<file path="src/source/soc_consts.svh">
`ifndef SOC_CONSTS_SVH
`define SOC_CONSTS_SVH

// Bus widths
`define ADDR_W 32
`define DATA_W 32
`define STRB_W 4

// Memory map
`define DRAM_BASE 32'h8000_0000

// On-chip DRAM array size
`define DRAM_WORDS 256
`define DRAM_IDX_W 8

// Fixed access latencies in cycles
`define DRAM_READ_LAT 4
`define DRAM_WRITE_LAT 2

`endif

</file>
<file path="src/source/soc_pkg.sv">
`include "soc_consts.svh"

package soc_pkg;

    typedef logic [`ADDR_W-1:0] addr_t;
    typedef logic [`DATA_W-1:0] data_t;
    typedef logic [`STRB_W-1:0] strb_t;
    typedef logic [1:0]         resp_t;

    localparam resp_t RESP_OKAY   = 2'b00;
    localparam resp_t RESP_DECERR = 2'b11;

    // Shared by AW and AR
    typedef struct packed {
        addr_t addr;
    } axi_addr_t;

    typedef struct packed {
        data_t data;
        strb_t strb;
    } axi_w_t;

    typedef struct packed {
        data_t data;
        resp_t resp;
    } axi_r_t;

    // Native bus to AXI bridge
    typedef enum logic [2:0] {
        BR_IDLE,
        BR_WRITE_ADDR_DATA,
        BR_WAIT_B,
        BR_READ_ADDR,
        BR_WAIT_R
    } bridge_state_t;

    // DRAM controller sequencing
    typedef enum logic [2:0] {
        DR_IDLE,
        DR_READ_WAIT,
        DR_READ_RESP,
        DR_WRITE_WAIT,
        DR_WRITE_RESP
    } dram_state_t;

endpackage

</file>
<file path="src/source/mem_axi_bridge.sv">
`timescale 1ns/10ps

module mem_axi_bridge (
    input  logic               clk,
    input  logic               rst,
    // Native memory bus
    input  logic               mem_valid,
    input  soc_pkg::addr_t     mem_addr,
    input  soc_pkg::data_t     mem_wdata,
    input  soc_pkg::strb_t     mem_wstrb,
    output logic               mem_ready,
    output soc_pkg::data_t     mem_rdata,
    // Write address channel
    output soc_pkg::axi_addr_t aw,
    output logic               aw_valid,
    input  logic               aw_ready,
    // Write data channel
    output soc_pkg::axi_w_t    w,
    output logic               w_valid,
    input  logic               w_ready,
    // Write response channel
    input  soc_pkg::resp_t     b,
    input  logic               b_valid,
    output logic               b_ready,
    // Read address channel
    output soc_pkg::axi_addr_t ar,
    output logic               ar_valid,
    input  logic               ar_ready,
    // Read data channel
    input  soc_pkg::axi_r_t    r,
    input  logic               r_valid,
    output logic               r_ready,
    // Status
    output logic               bus_error
);
    import soc_pkg::*;

    bridge_state_t state;
    addr_t         req_addr;
    logic          accept;
    logic          b_done;
    logic          r_done;

    // mem_ready is still high in the cycle the request is being dropped
    assign accept = (state == BR_IDLE) && mem_valid && !mem_ready;
    assign b_done = (state == BR_WAIT_B) && b_valid;
    assign r_done = (state == BR_WAIT_R) && r_valid;

    assign aw      = '{addr: req_addr};
    assign ar      = '{addr: req_addr};
    assign b_ready = (state == BR_WAIT_B);
    assign r_ready = (state == BR_WAIT_R);

    always_ff @(posedge clk) begin
        if (rst) begin
            state     <= BR_IDLE;
            aw_valid  <= 1'b0;
            w_valid   <= 1'b0;
            ar_valid  <= 1'b0;
            mem_ready <= 1'b0;
        end else begin
            mem_ready <= 1'b0;
            case (state)
                BR_IDLE: begin
                    if (accept) begin
                        // Any enabled strobe marks a write
                        if (|mem_wstrb) begin
                            aw_valid <= 1'b1;
                            w_valid  <= 1'b1;
                            state    <= BR_WRITE_ADDR_DATA;
                        end else begin
                            ar_valid <= 1'b1;
                            state    <= BR_READ_ADDR;
                        end
                    end
                end
                BR_WRITE_ADDR_DATA: begin
                    // AW and W may complete in different cycles
                    if (aw_valid && aw_ready) begin
                        aw_valid <= 1'b0;
                    end
                    if (w_valid && w_ready) begin
                        w_valid <= 1'b0;
                    end
                    if ((!aw_valid || aw_ready) && (!w_valid || w_ready)) begin
                        state <= BR_WAIT_B;
                    end
                end
                BR_WAIT_B: begin
                    if (b_done) begin
                        mem_ready <= 1'b1;
                        state     <= BR_IDLE;
                    end
                end
                BR_READ_ADDR: begin
                    if (ar_ready) begin
                        ar_valid <= 1'b0;
                        state    <= BR_WAIT_R;
                    end
                end
                BR_WAIT_R: begin
                    if (r_done) begin
                        mem_ready <= 1'b1;
                        state     <= BR_IDLE;
                    end
                end
                default: state <= BR_IDLE;
            endcase
        end
    end

    // Request payload captured once per access
    always_ff @(posedge clk) begin
        if (accept) begin
            req_addr <= mem_addr;
            w        <= '{data: mem_wdata, strb: mem_wstrb};
        end
        if (r_done) begin
            mem_rdata <= r.data;
        end
    end

    // Sticky until reset
    always_ff @(posedge clk) begin
        if (rst) begin
            bus_error <= 1'b0;
        end else if ((b_done && b != RESP_OKAY) || (r_done && r.resp != RESP_OKAY)) begin
            bus_error <= 1'b1;
        end
    end

endmodule

</file>
<file path="config.mk">
export PLATFORM = sky130hd
export DESIGN_NAME = mem_axi_bridge
export DESIGN_NICKNAME = d
export VERILOG_FILES = /design/src/source/soc_pkg.sv /design/src/source/mem_axi_bridge.sv
export VERILOG_INCLUDE_DIRS = /design/src /design/src/source
export SDC_FILE = /design/constraint.sdc
export NUM_CORES = 1
export LEC_CHECK = 0
export ABC_AREA = 0
export BUFFER_PORTS_ARGS = -buffer_cell sky130_fd_sc_hd__buf_2
export CAP_MARGIN = 10
export CORE_MARGIN = 5
export CORE_UTILIZATION = 44
export DETAILED_ROUTE_END_ITERATION = 16
export GPL_ROUTABILITY_DRIVEN = 1
export PLACE_DENSITY = 0.84
export SYNTH_ARGS = -nofsm -noshare
export SYNTH_HDL_FRONTEND = slang
export SYNTH_SLANG_ARGS = --single-unit
</file>
<file path="constraint.sdc">
create_clock -name clk -period 7.5 [get_ports clk]
set_clock_uncertainty 0.1 [all_clocks]
set_input_delay 0.75 -clock clk [delete_from_list [all_inputs] [get_ports clk]]
set_output_delay 0.75 -clock clk [all_outputs]
set_load 0.005 [all_outputs]
</file>
==> flow_metrics.tcl <==
set metrics [dict create \
    cts.sinks 108 \
    clk_pin_slew_ns 0.10 \
    rows 33 \
    core_um2 8220 \
    crit_chain "nor2_2 -> and2_1 -> buf_2" \
    clock.fmax_mhz 465 \
    worst-path-stages 3 \
    grt_start_max_net_pins 69 \
    cp_top_family "simple AND/OR/NAND/NOR gates" \
    whs_ns 0.434 \
    syn_inst 180 \
    critical_path_class "flip-flop to primary output" \
    dieHeight_um 102 \
    cp-end-kind "primary output" \
    area_delta_synth_final_pct 35.8 \
    cts_tree "built" \
    r2r_cells 4 \
    n_fill_cell 681 \
    dp_slack_ns 5.29 \
    final_cell_mix "buf_2, edfxtp_1, clkbuf_8, dfxtp_1, a21oi_1" \
    ys_seq_elements 108 \
    drt_iter0_markers 74 \
    placed_area_um2 4820 \
    syn_nets 292 \
    fin_tns_setup_ns 0 \
    cp-endpoint "r_ready" \
    insertion_delay_ns 0.35 \
    worstPathBufferInverterCount 1 \
    numCtsBuffers 9 \
    worst_pin_slew_ns 0.832 \
    slew_viol_final 0 \
    p_total_mw 1.18 \
    wl_per_cell_um 16.9 \
    ys_warn_count 0 \
    antenna_found_initial 0 \
    max_slew_margin_pct 44.5 \
    cp.required_ns 6.65 \
    io_pins 251 \
    clock_path_buffers 2 \
    fin_crit_sh_pct 28.7 \
    dieArea_um2 10300 \
    setup_viol_count_final 0 \
    r2r_slack_ns 5.43 \
    wirelength_um 8760 \
    r2r_end "ar[8]" \
    hp-class "flip-flop to flip-flop" \
    regToRegStartpoint "state[2]" \
    cts-root-buf "clkbuf_8" \
    netlist_area_um2 3700 \
    drtPass1Iterations 4 \
    die_x_um 102 \
    avgSynthCellArea_um2 20.5 \
    crit_fanout 8 \
    grtUsageTotal_pct 16.1 \
    seq_area_frac_synth_pct 85.5 \
    dpl.hpwl_um 7090 \
    layout.nets 520 \
    p_per_area_nw_per_um2 235 \
    vdd.ir_drop.worst_mv 0.132 \
    avgViaCountPerCell 4.56 \
    ys_types 31 \
    ant_nets 0 \
    power_leakage_nw 2.19 \
    cts_hold_repair.buffers 0 \
    grt-ovfl-total 0 \
    crit_start "state[1]" \
    max_stage_delay_ns 0.38 \
    finalWorstSetupSlack_ns 5.35 \
    grt_pass1_vias 2458 \
    cp.arrival_ns 1.30 \
    rsz0062_at_grt "false" \
    portBuffers 250 \
    maxCapViolCount 0 \
    grt_first_pass_wirelength_um 12500 \
    cts_resized 0 \
    final_area_um2 5020 \
    htreeDepth 3 \
    place.gp.congestion 0.813 \
    layout-drive-gt1-share_pct 66.6 \
    num_antenna_cells 0 \
    worst_path_max_delay_cell "dfxtp_1" \
    period_minus_slack_ns 2.15 \
    drc 0 \
    final_common_cell "buf_2" \
    via_count 2362 \
    post_cts_buffers 0 \
    finalHoldViolations 0 \
    status "complete, no violations" \
    start_util_pct 45.0 \
    cp-start-kind "flip-flop" \
]
## logic make-up after synthesis
| logic type | after synthesis | synth area share (%) |
|---|---|---|
| AOI/OAI and AO/OA | 14 | 2.50 |
| muxes | 1 | 0.271 |
| buffers and inverters | 36 | 7.48 |
| DFF | 108 | 85.5 |
| and+or+nand+nor | 21 | 4.20 |
## state kept, by name (all words and copies together) (netlist names)
name and cells:
ar 32, ar_valid 1, aw_valid 1, bus_error 1, mem_rdata 32, mem_ready 1
state 3, w 36, w_valid 1
## synth_stat cells
library cell / count / area share (%)
a21oi_1: 6 / 0.81
nor3b_4: 1 / 0.51
nand2_1: 1 / 0.10
or3b_1: 1 / 0.24
clkdlybuf4s25_2: 1 / 0.27
nor3_1: 1 / 0.14
and2b_2: 2 / 0.47
and3_1: 1 / 0.17
nor2_2: 1 / 0.17
inv_1: 1 / 0.10
dfxtp_1: 8 / 4.3
nand3b_1: 2 / 0.41
and3b_1: 1 / 0.24
a31oi_1: 2 / 0.34
buf_4: 32 / 6.5
nor4_1: 1 / 0.17
o2111ai_1: 1 / 0.24
nor2b_2: 1 / 0.24
o21ai_0: 1 / 0.14
nor2_1: 1 / 0.10
edfxtp_1: 100 / 81
a41oi_1: 1 / 0.24
mux2i_1: 1 / 0.27
nor3b_1: 2 / 0.41
a21bo_2: 2 / 0.54
nand4_1: 1 / 0.17
o21a_1: 1 / 0.20
and2_1: 1 / 0.17
nand3_1: 2 / 0.27
buf_6: 2 / 0.61
nand4b_1: 1 / 0.24
## routing by layer
metal	track usage, %	part of all wire, %
met1	16.0	32
met2	29.5	52
met3	7.16	14
met4	5.62	1.7
met5	0	0
## stage by stage
step / util, % / std cells
final: 61.1 / 518
after global placement: 58.7 / 502
after global routing: 61.1 / 518
after CTS: 61.1 / 518
after detailed placement: 58.7 / 502
after floorplan: - / 180
## layout make-up
class                   instances  area (µm²)  share of cell area, %
clock buffers                   9         124                   2.47
clock inverters                 7        75.1                   1.50
inverters                       1        3.75                 0.0748
multi-input cells              36         258                   5.13
flip-flops and latches        108        3160                   63.0
well taps                     105         131                   2.62
repair buffers                252        1270                   25.2
## worst min-delay path, delay by kind of cell (launching register included)
| kind | cells | cell delay [ns] |
|---|---|---|
| AO/OA/AOI/OAI | 2 | 0.16 |
| flip-flops | 1 | 0.34 |
## how the worst min path moves through the flow
stage	from	endpoint	depth (start not counted)
2_1_floorplan	bus_error	bus_error	2
3_3_place_gp	bus_error	bus_error	2
3_5_place_dp	bus_error	bus_error	2
4_1_cts	bus_error	bus_error	2
5_1_grt	r[9]	mem_rdata[7]	1
6_report	bus_error	bus_error	2
## power by group
group          total [mW]  internal [mW]  switching, mW
Sequential          0.716          0.703         0.0136
Combinational       0.115         0.0573         0.0575
Clock               0.348          0.157          0.191
No activity file was read; power rests on OpenSTA's default activity.
