### src/source/soc_consts.svh
`ifndef SOC_CONSTS_SVH
`define SOC_CONSTS_SVH

// Bus widths
`define ADDR_W 32
`define DATA_W 32
`define STRB_W 4

// Memory map
`define DRAM_BASE 32'h8000_0000

// On-chip DRAM array size
`define DRAM_WORDS 256
`define DRAM_IDX_W 8

// Fixed access latencies in cycles
`define DRAM_READ_LAT 4
`define DRAM_WRITE_LAT 2

`endif

### src/source/soc_pkg.sv
`include "soc_consts.svh"

package soc_pkg;

    typedef logic [`ADDR_W-1:0] addr_t;
    typedef logic [`DATA_W-1:0] data_t;
    typedef logic [`STRB_W-1:0] strb_t;
    typedef logic [1:0]         resp_t;

    localparam resp_t RESP_OKAY   = 2'b00;
    localparam resp_t RESP_DECERR = 2'b11;

    // Shared by AW and AR
    typedef struct packed {
        addr_t addr;
    } axi_addr_t;

    typedef struct packed {
        data_t data;
        strb_t strb;
    } axi_w_t;

    typedef struct packed {
        data_t data;
        resp_t resp;
    } axi_r_t;

    // Native bus to AXI bridge
    typedef enum logic [2:0] {
        BR_IDLE,
        BR_WRITE_ADDR_DATA,
        BR_WAIT_B,
        BR_READ_ADDR,
        BR_WAIT_R
    } bridge_state_t;

    // DRAM controller sequencing
    typedef enum logic [2:0] {
        DR_IDLE,
        DR_READ_WAIT,
        DR_READ_RESP,
        DR_WRITE_WAIT,
        DR_WRITE_RESP
    } dram_state_t;

endpackage

### src/source/axi_interconnect.sv
`timescale 1ns/10ps
`include "soc_consts.svh"

module axi_interconnect (
    input  logic               clk,
    input  logic               rst,
    // Upstream, from the bridge
    input  soc_pkg::axi_addr_t aw,
    input  logic               aw_valid,
    output logic               aw_ready,
    input  soc_pkg::axi_w_t    w,
    input  logic               w_valid,
    output logic               w_ready,
    output soc_pkg::resp_t     b,
    output logic               b_valid,
    input  logic               b_ready,
    input  soc_pkg::axi_addr_t ar,
    input  logic               ar_valid,
    output logic               ar_ready,
    output soc_pkg::axi_r_t    r,
    output logic               r_valid,
    input  logic               r_ready,
    // Downstream, to the DRAM controller
    output soc_pkg::axi_addr_t dram_aw,
    output logic               dram_aw_valid,
    input  logic               dram_aw_ready,
    output soc_pkg::axi_w_t    dram_w,
    output logic               dram_w_valid,
    input  logic               dram_w_ready,
    input  soc_pkg::resp_t     dram_b,
    input  logic               dram_b_valid,
    output logic               dram_b_ready,
    output soc_pkg::axi_addr_t dram_ar,
    output logic               dram_ar_valid,
    input  logic               dram_ar_ready,
    input  soc_pkg::axi_r_t    dram_r,
    input  logic               dram_r_valid,
    output logic               dram_r_ready
);
    import soc_pkg::*;

    logic wr_active;
    logic wr_dram_q;
    logic rd_active;
    logic rd_dram_q;
    logic wr_dram;
    logic rd_dram;
    logic err_wr_accept;
    logic err_rd_accept;
    logic err_b_valid;
    logic err_r_valid;

    function automatic logic is_dram(addr_t addr);
        addr_t offset;
        offset = addr - `DRAM_BASE;
        return (addr >= `DRAM_BASE) && (offset[`ADDR_W-1:2] < `DRAM_WORDS);
    endfunction

    // Live decode until latched, the payload is stable while valid
    assign wr_dram = wr_active ? wr_dram_q : is_dram(aw.addr);
    assign rd_dram = rd_active ? rd_dram_q : is_dram(ar.addr);

    always_ff @(posedge clk) begin
        if (rst) begin
            wr_active <= 1'b0;
            rd_active <= 1'b0;
        end else begin
            if (!wr_active && aw_valid) begin
                wr_active <= 1'b1;
            end else if (b_valid && b_ready) begin
                wr_active <= 1'b0;
            end
            if (!rd_active && ar_valid) begin
                rd_active <= 1'b1;
            end else if (r_valid && r_ready) begin
                rd_active <= 1'b0;
            end
        end
    end

    always_ff @(posedge clk) begin
        if (!wr_active) begin
            wr_dram_q <= wr_dram;
        end
        if (!rd_active) begin
            rd_dram_q <= rd_dram;
        end
    end

    // Write path
    assign dram_aw       = aw;
    assign dram_w        = w;
    assign dram_aw_valid = aw_valid && wr_dram;
    assign dram_w_valid  = w_valid && wr_dram;
    assign dram_b_ready  = b_ready && wr_dram;
    assign aw_ready      = wr_dram ? dram_aw_ready : err_wr_accept;
    assign w_ready       = wr_dram ? dram_w_ready : err_wr_accept;
    assign b             = wr_dram ? dram_b : RESP_DECERR;
    assign b_valid       = wr_dram ? dram_b_valid : err_b_valid;

    // Read path
    assign dram_ar       = ar;
    assign dram_ar_valid = ar_valid && rd_dram;
    assign dram_r_ready  = r_ready && rd_dram;
    assign ar_ready      = rd_dram ? dram_ar_ready : err_rd_accept;
    assign r             = rd_dram ? dram_r : '{data: '0, resp: RESP_DECERR};
    assign r_valid       = rd_dram ? dram_r_valid : err_r_valid;

    // Decode-error responder, takes AW and W together like the DRAM side
    assign err_wr_accept = !wr_dram && aw_valid && w_valid && !err_b_valid;
    assign err_rd_accept = !rd_dram && ar_valid && !err_r_valid;

    always_ff @(posedge clk) begin
        if (rst) begin
            err_b_valid <= 1'b0;
            err_r_valid <= 1'b0;
        end else begin
            if (err_wr_accept) begin
                err_b_valid <= 1'b1;
            end else if (err_b_valid && b_ready) begin
                err_b_valid <= 1'b0;
            end
            if (err_rd_accept) begin
                err_r_valid <= 1'b1;
            end else if (err_r_valid && r_ready) begin
                err_r_valid <= 1'b0;
            end
        end
    end

endmodule

### config.mk
export PLATFORM = sky130hd
export DESIGN_NAME = axi_interconnect
export DESIGN_NICKNAME = d
export VERILOG_FILES = /design/src/source/soc_pkg.sv /design/src/source/axi_interconnect.sv
export VERILOG_INCLUDE_DIRS = /design/src /design/src/source
export SDC_FILE = /design/constraint.sdc
export NUM_CORES = 1
export LEC_CHECK = 0
export ABC_AREA = 1
export ABC_CLOCK_PERIOD_IN_PS = 1320
export BUFFER_PORTS_ARGS = -buffer_cell sky130_fd_sc_hd__buf_2
export CORE_AREA = 2 2 115 117
export CTS_CLUSTER_DIAMETER = 100
export DETAILED_ROUTE_END_ITERATION = 6
export DIE_AREA = 0 0 117 119
export PLACE_DENSITY_LB_ADDON = 0.15
export SKIP_LAST_GASP = 1
export SLEW_MARGIN = 5
export SYNTH_ARGS = -nofsm -noshare
export SYNTH_HDL_FRONTEND = slang
export SYNTH_SLANG_ARGS = --single-unit
### constraint.sdc
create_clock -name clk -period 1.32 [get_ports clk]
set_input_delay 0.264 -clock clk [delete_from_list [all_inputs] [get_ports clk]]
set_output_delay 0.264 -clock clk [all_outputs]
set_load 0.02 [all_outputs]
==> flow_summary_export.csv <==
group,metric,value,unit
hold_path,worstHoldStart,"rst",
setup_path,r2r-end,"err_b_valid$_SDFFE_PP0P_",
logic_synthesis,synthesis.nets,425,
logic_synthesis,ys_ff_latch,6,
global_route,grt_pass1_wl,7400,um
clock_network,cts_made_buffers,3,
routing,drt_iter0_markers,14,
setup_path,critPathTopFamily,"simple AND/OR/NAND/NOR gates",
setup_path,crit_cells,8,
clock_network,cts_tree,"done",
setup_path,critPathLaunchType,"flip-flop",
sta,setup-violations-final,46,
die,rows,42,
hold_path,min_to,"err_b_valid$_SDFFE_PP0P_",
sta,fin_crit_sh,130,%
placement,placed_area,2340,um2
sta,finClkSkew,0.000114,ns
status,outcome,"finished, violations left",
logic_synthesis,synth.avg_cell_area,6.74,um2
global_route,grt-ovfl-total,0,
die,num_io_pins,294,
hold_path,hold_depth,2,
layout,nets,531,
placement,post-dp-hpwl,4650,um
setup_path,critPathArrivalTime,1.45,ns
global_route,grt_max_degree,12,
sta,setup_ws,-0.398,ns
sta,slew_headroom,85.5,%
status,violations,"setup timing",
placement,portBuffers,181,
global_route,grt_use_met2,12.8,%
die,coreArea,12900,um2
sta,final-max-slew-violation-count,0,
routing,wl_per_cell,9.76,um
routing,via_per_inst,3.29,
routing,dr_total_vias,1830,
clock_network,clkLatencyLatePin,0.22,ns
setup_path,slowest_delay,0.31,ns
global_route,antenna_found_initial,0,
sta,holdWs,0.272,ns
logic_synthesis,synthTopCellsByArea,"buf_4 (40%), nor2_4 (18%), inv_1 (10%)",
clock_network,cts_root_buf,"clkbuf_16",
logic_synthesis,ys_warn_count,0,
setup_path,crit_path_start,"wr_active$_SDFFE_PP0P_",
setup_path,r2r_slack,0.10,ns
pwr,ir_worst_vdd,0.384,mV
setup_path,end_kind,"output port",
routing,route.detailed.drc,0,
pwr,power_density,523,nW/um2
setup_path,criticalPathCategory,"reg2out",
global_route,top_usage_layer,"met2",
global_route,gr-usage-all-layers,6.81,%
flow_run,maxCapViolCount,0,
setup_path,critical_path_buf_inv_count,2,
layout,diodes,0,
clock_network,clk_pin_slew,0.04,ns
die,dieArea,13900,um2
die,initial_core_util,14.5,%
layout,area_delta_synth_final,56.0,%
layout,layout-drive-gt1-share,69.0,%
pwr,cellLeakagePower,1.59,nW
logic_synthesis,synth_area_leader_cell,"buf_4",
logic_synthesis,syn_area,1870,um2
setup_path,worstPathRequired,1.06,ns
sta,grt_setup_unrepaired,"yes",
routing,wirelength,5440,um
routing,ant_nets,0,
setup_path,path_cells,"nor2_1 > nand2_1 > nor2_2 > nand3_2 > nand2_4 > inv_6 > or2_4 > buf_6",
sta,clock.fmax,582,MHz
global_route,grt_pass1_vias,1621,
global_route,use_met1,6.16,%
logic_synthesis,yosys.cell_types.count,19,
logic_synthesis,yosysTopAreaCellShare,40.2,%
die,die_w,117,um
clock_network,cts.sinks,6,
logic_synthesis,seq_area_frac_synth,7.51,%
layout,stdcell_area,2910,um2
setup_path,worstPathMaxFanout,5,
setup_path,rr_worst_depth,8,
global_route,global_route.usage.met3,2.09,%
setup_path,crit_slowest_cell,"dfxtp_2",
placement,place.gp.congestion,0.675,
placement,preCtsSetupSlack,-0.382,ns
die,dieHeight,119,um
clock_network,htree_levels,1,
clock_network,clockBufferDepth,2,
sta,min_period,1.72,ns
setup_path,reg2reg_from,"wr_active$_SDFFE_PP0P_",
logic_synthesis,synth_cells,277,
hold_path,hold_class,"in2reg",
sta,tightest_slew,0.216,ns
routing,first_pass_iters,2,
sta,hold_violations,0,
## cells by family after synthesis
family          Yosys count  synth area share (%)
buf+inv                 157                  54.6
simple gates            110                  36.9
flops                     6                  7.51
compound gates            4                  1.07
## repair_timing
| action | 4_1_cts | 5_1_grt |
|---|---|---|
| hold endpoints to repair | 0 | 0 |
| setup buffers | 4 | 3 |
| cloned | 1 | 1 |
| hold buffers | 0 | 0 |
| endpoints found under the setup margin | 46 | 48 |
| pin swaps | 4 | 5 |
| gates resized for setup | 79 | 47 |
## registers in the layout, indices dropped and copies added, names as in the netlist
signal,cells
err_b_valid,1
err_r_valid,1
rd_active,1
rd_dram_q,1
wr_active,1
wr_dram_q,1
## worst max-delay path by stage
stage	endpoint
floorplan	r[10]
global placement	b[0]
detailed placement	b[1]
CTS	b[1]
global route	r[17]
finish	b[1]
## routing by layer
metal	wire length, um	vias up
met3	571	28
met2	2850	105
li1	-	905
met5	0	-
met4	262	0
met1	1750	792
## through the flow
stage / total power, mW / instances / TNS [ns] / util, %
2_1_floorplan: 0.933 / 277 / -1.35 / -
3_3_place_gp: 0.905 / 546 / -14.10 / 18.2
3_5_place_dp: 0.905 / 546 / -14.84 / 18.2
4_1_cts: 1.49 / 554 / -17.58 / 21.0
5_1_grt: 1.62 / 557 / -21.00 / 22.6
6_report: 1.52 / 557 / -16.50 / 22.6
## layout make-up
type / count / area [um2]
clock buffers: 3 / 75.1
fillers: 1433 / 9960
inverters: 54 / 215
multi-input cells: 114 / 807
flip-flops and latches: 6 / 143
well taps: 176 / 220
repair buffers: 204 / 1450
## power breakdown
part | leakage [nW] | switching (mW) | internal [mW]
combinational | 1.50 | 0.444 | 0.377
clock | 0.0370 | 0.0998 | 0.389
sequential | 0.0553 | 0.00591 | 0.209
total | 1.59 | 0.549 | 0.974
## cell usage after synthesis
cell type  instances
buf_4            100
inv_1             52
nor2_1            34
nor2_4            30
nand2_1           29
a21oi_1            4
dfxtp_1            4
nand3_1            4
or2_1              4
buf_12             3
and2_1             2
edfxtp_1           2
nand3_2            2
nand4_1            2
inv_2              1
inv_6              1
nand2_2            1
nand2_4            1
nor2_2             1
## layout by cell type, fill, tap and decap left out
cell       instances
buf_2            135
inv_1             52
buf_6             49
nor2_4            37
nand2_1           27
nor2_1            26
buf_4             15
nand3_2            4
nand2_4            4
clkbuf_16          4
a21oi_1            3
buf_12             3
nor2_2             2
or2_1              2
or2_4              2
and2_4             2
nand3_1            2
nand4_1            2
dfxtp_1            2
dfxtp_2            2
edfxtp_1           2
inv_8              1
inv_6              1
a21oi_2            1
buf_16             1
No activity file was read; power rests on OpenSTA's default activity.
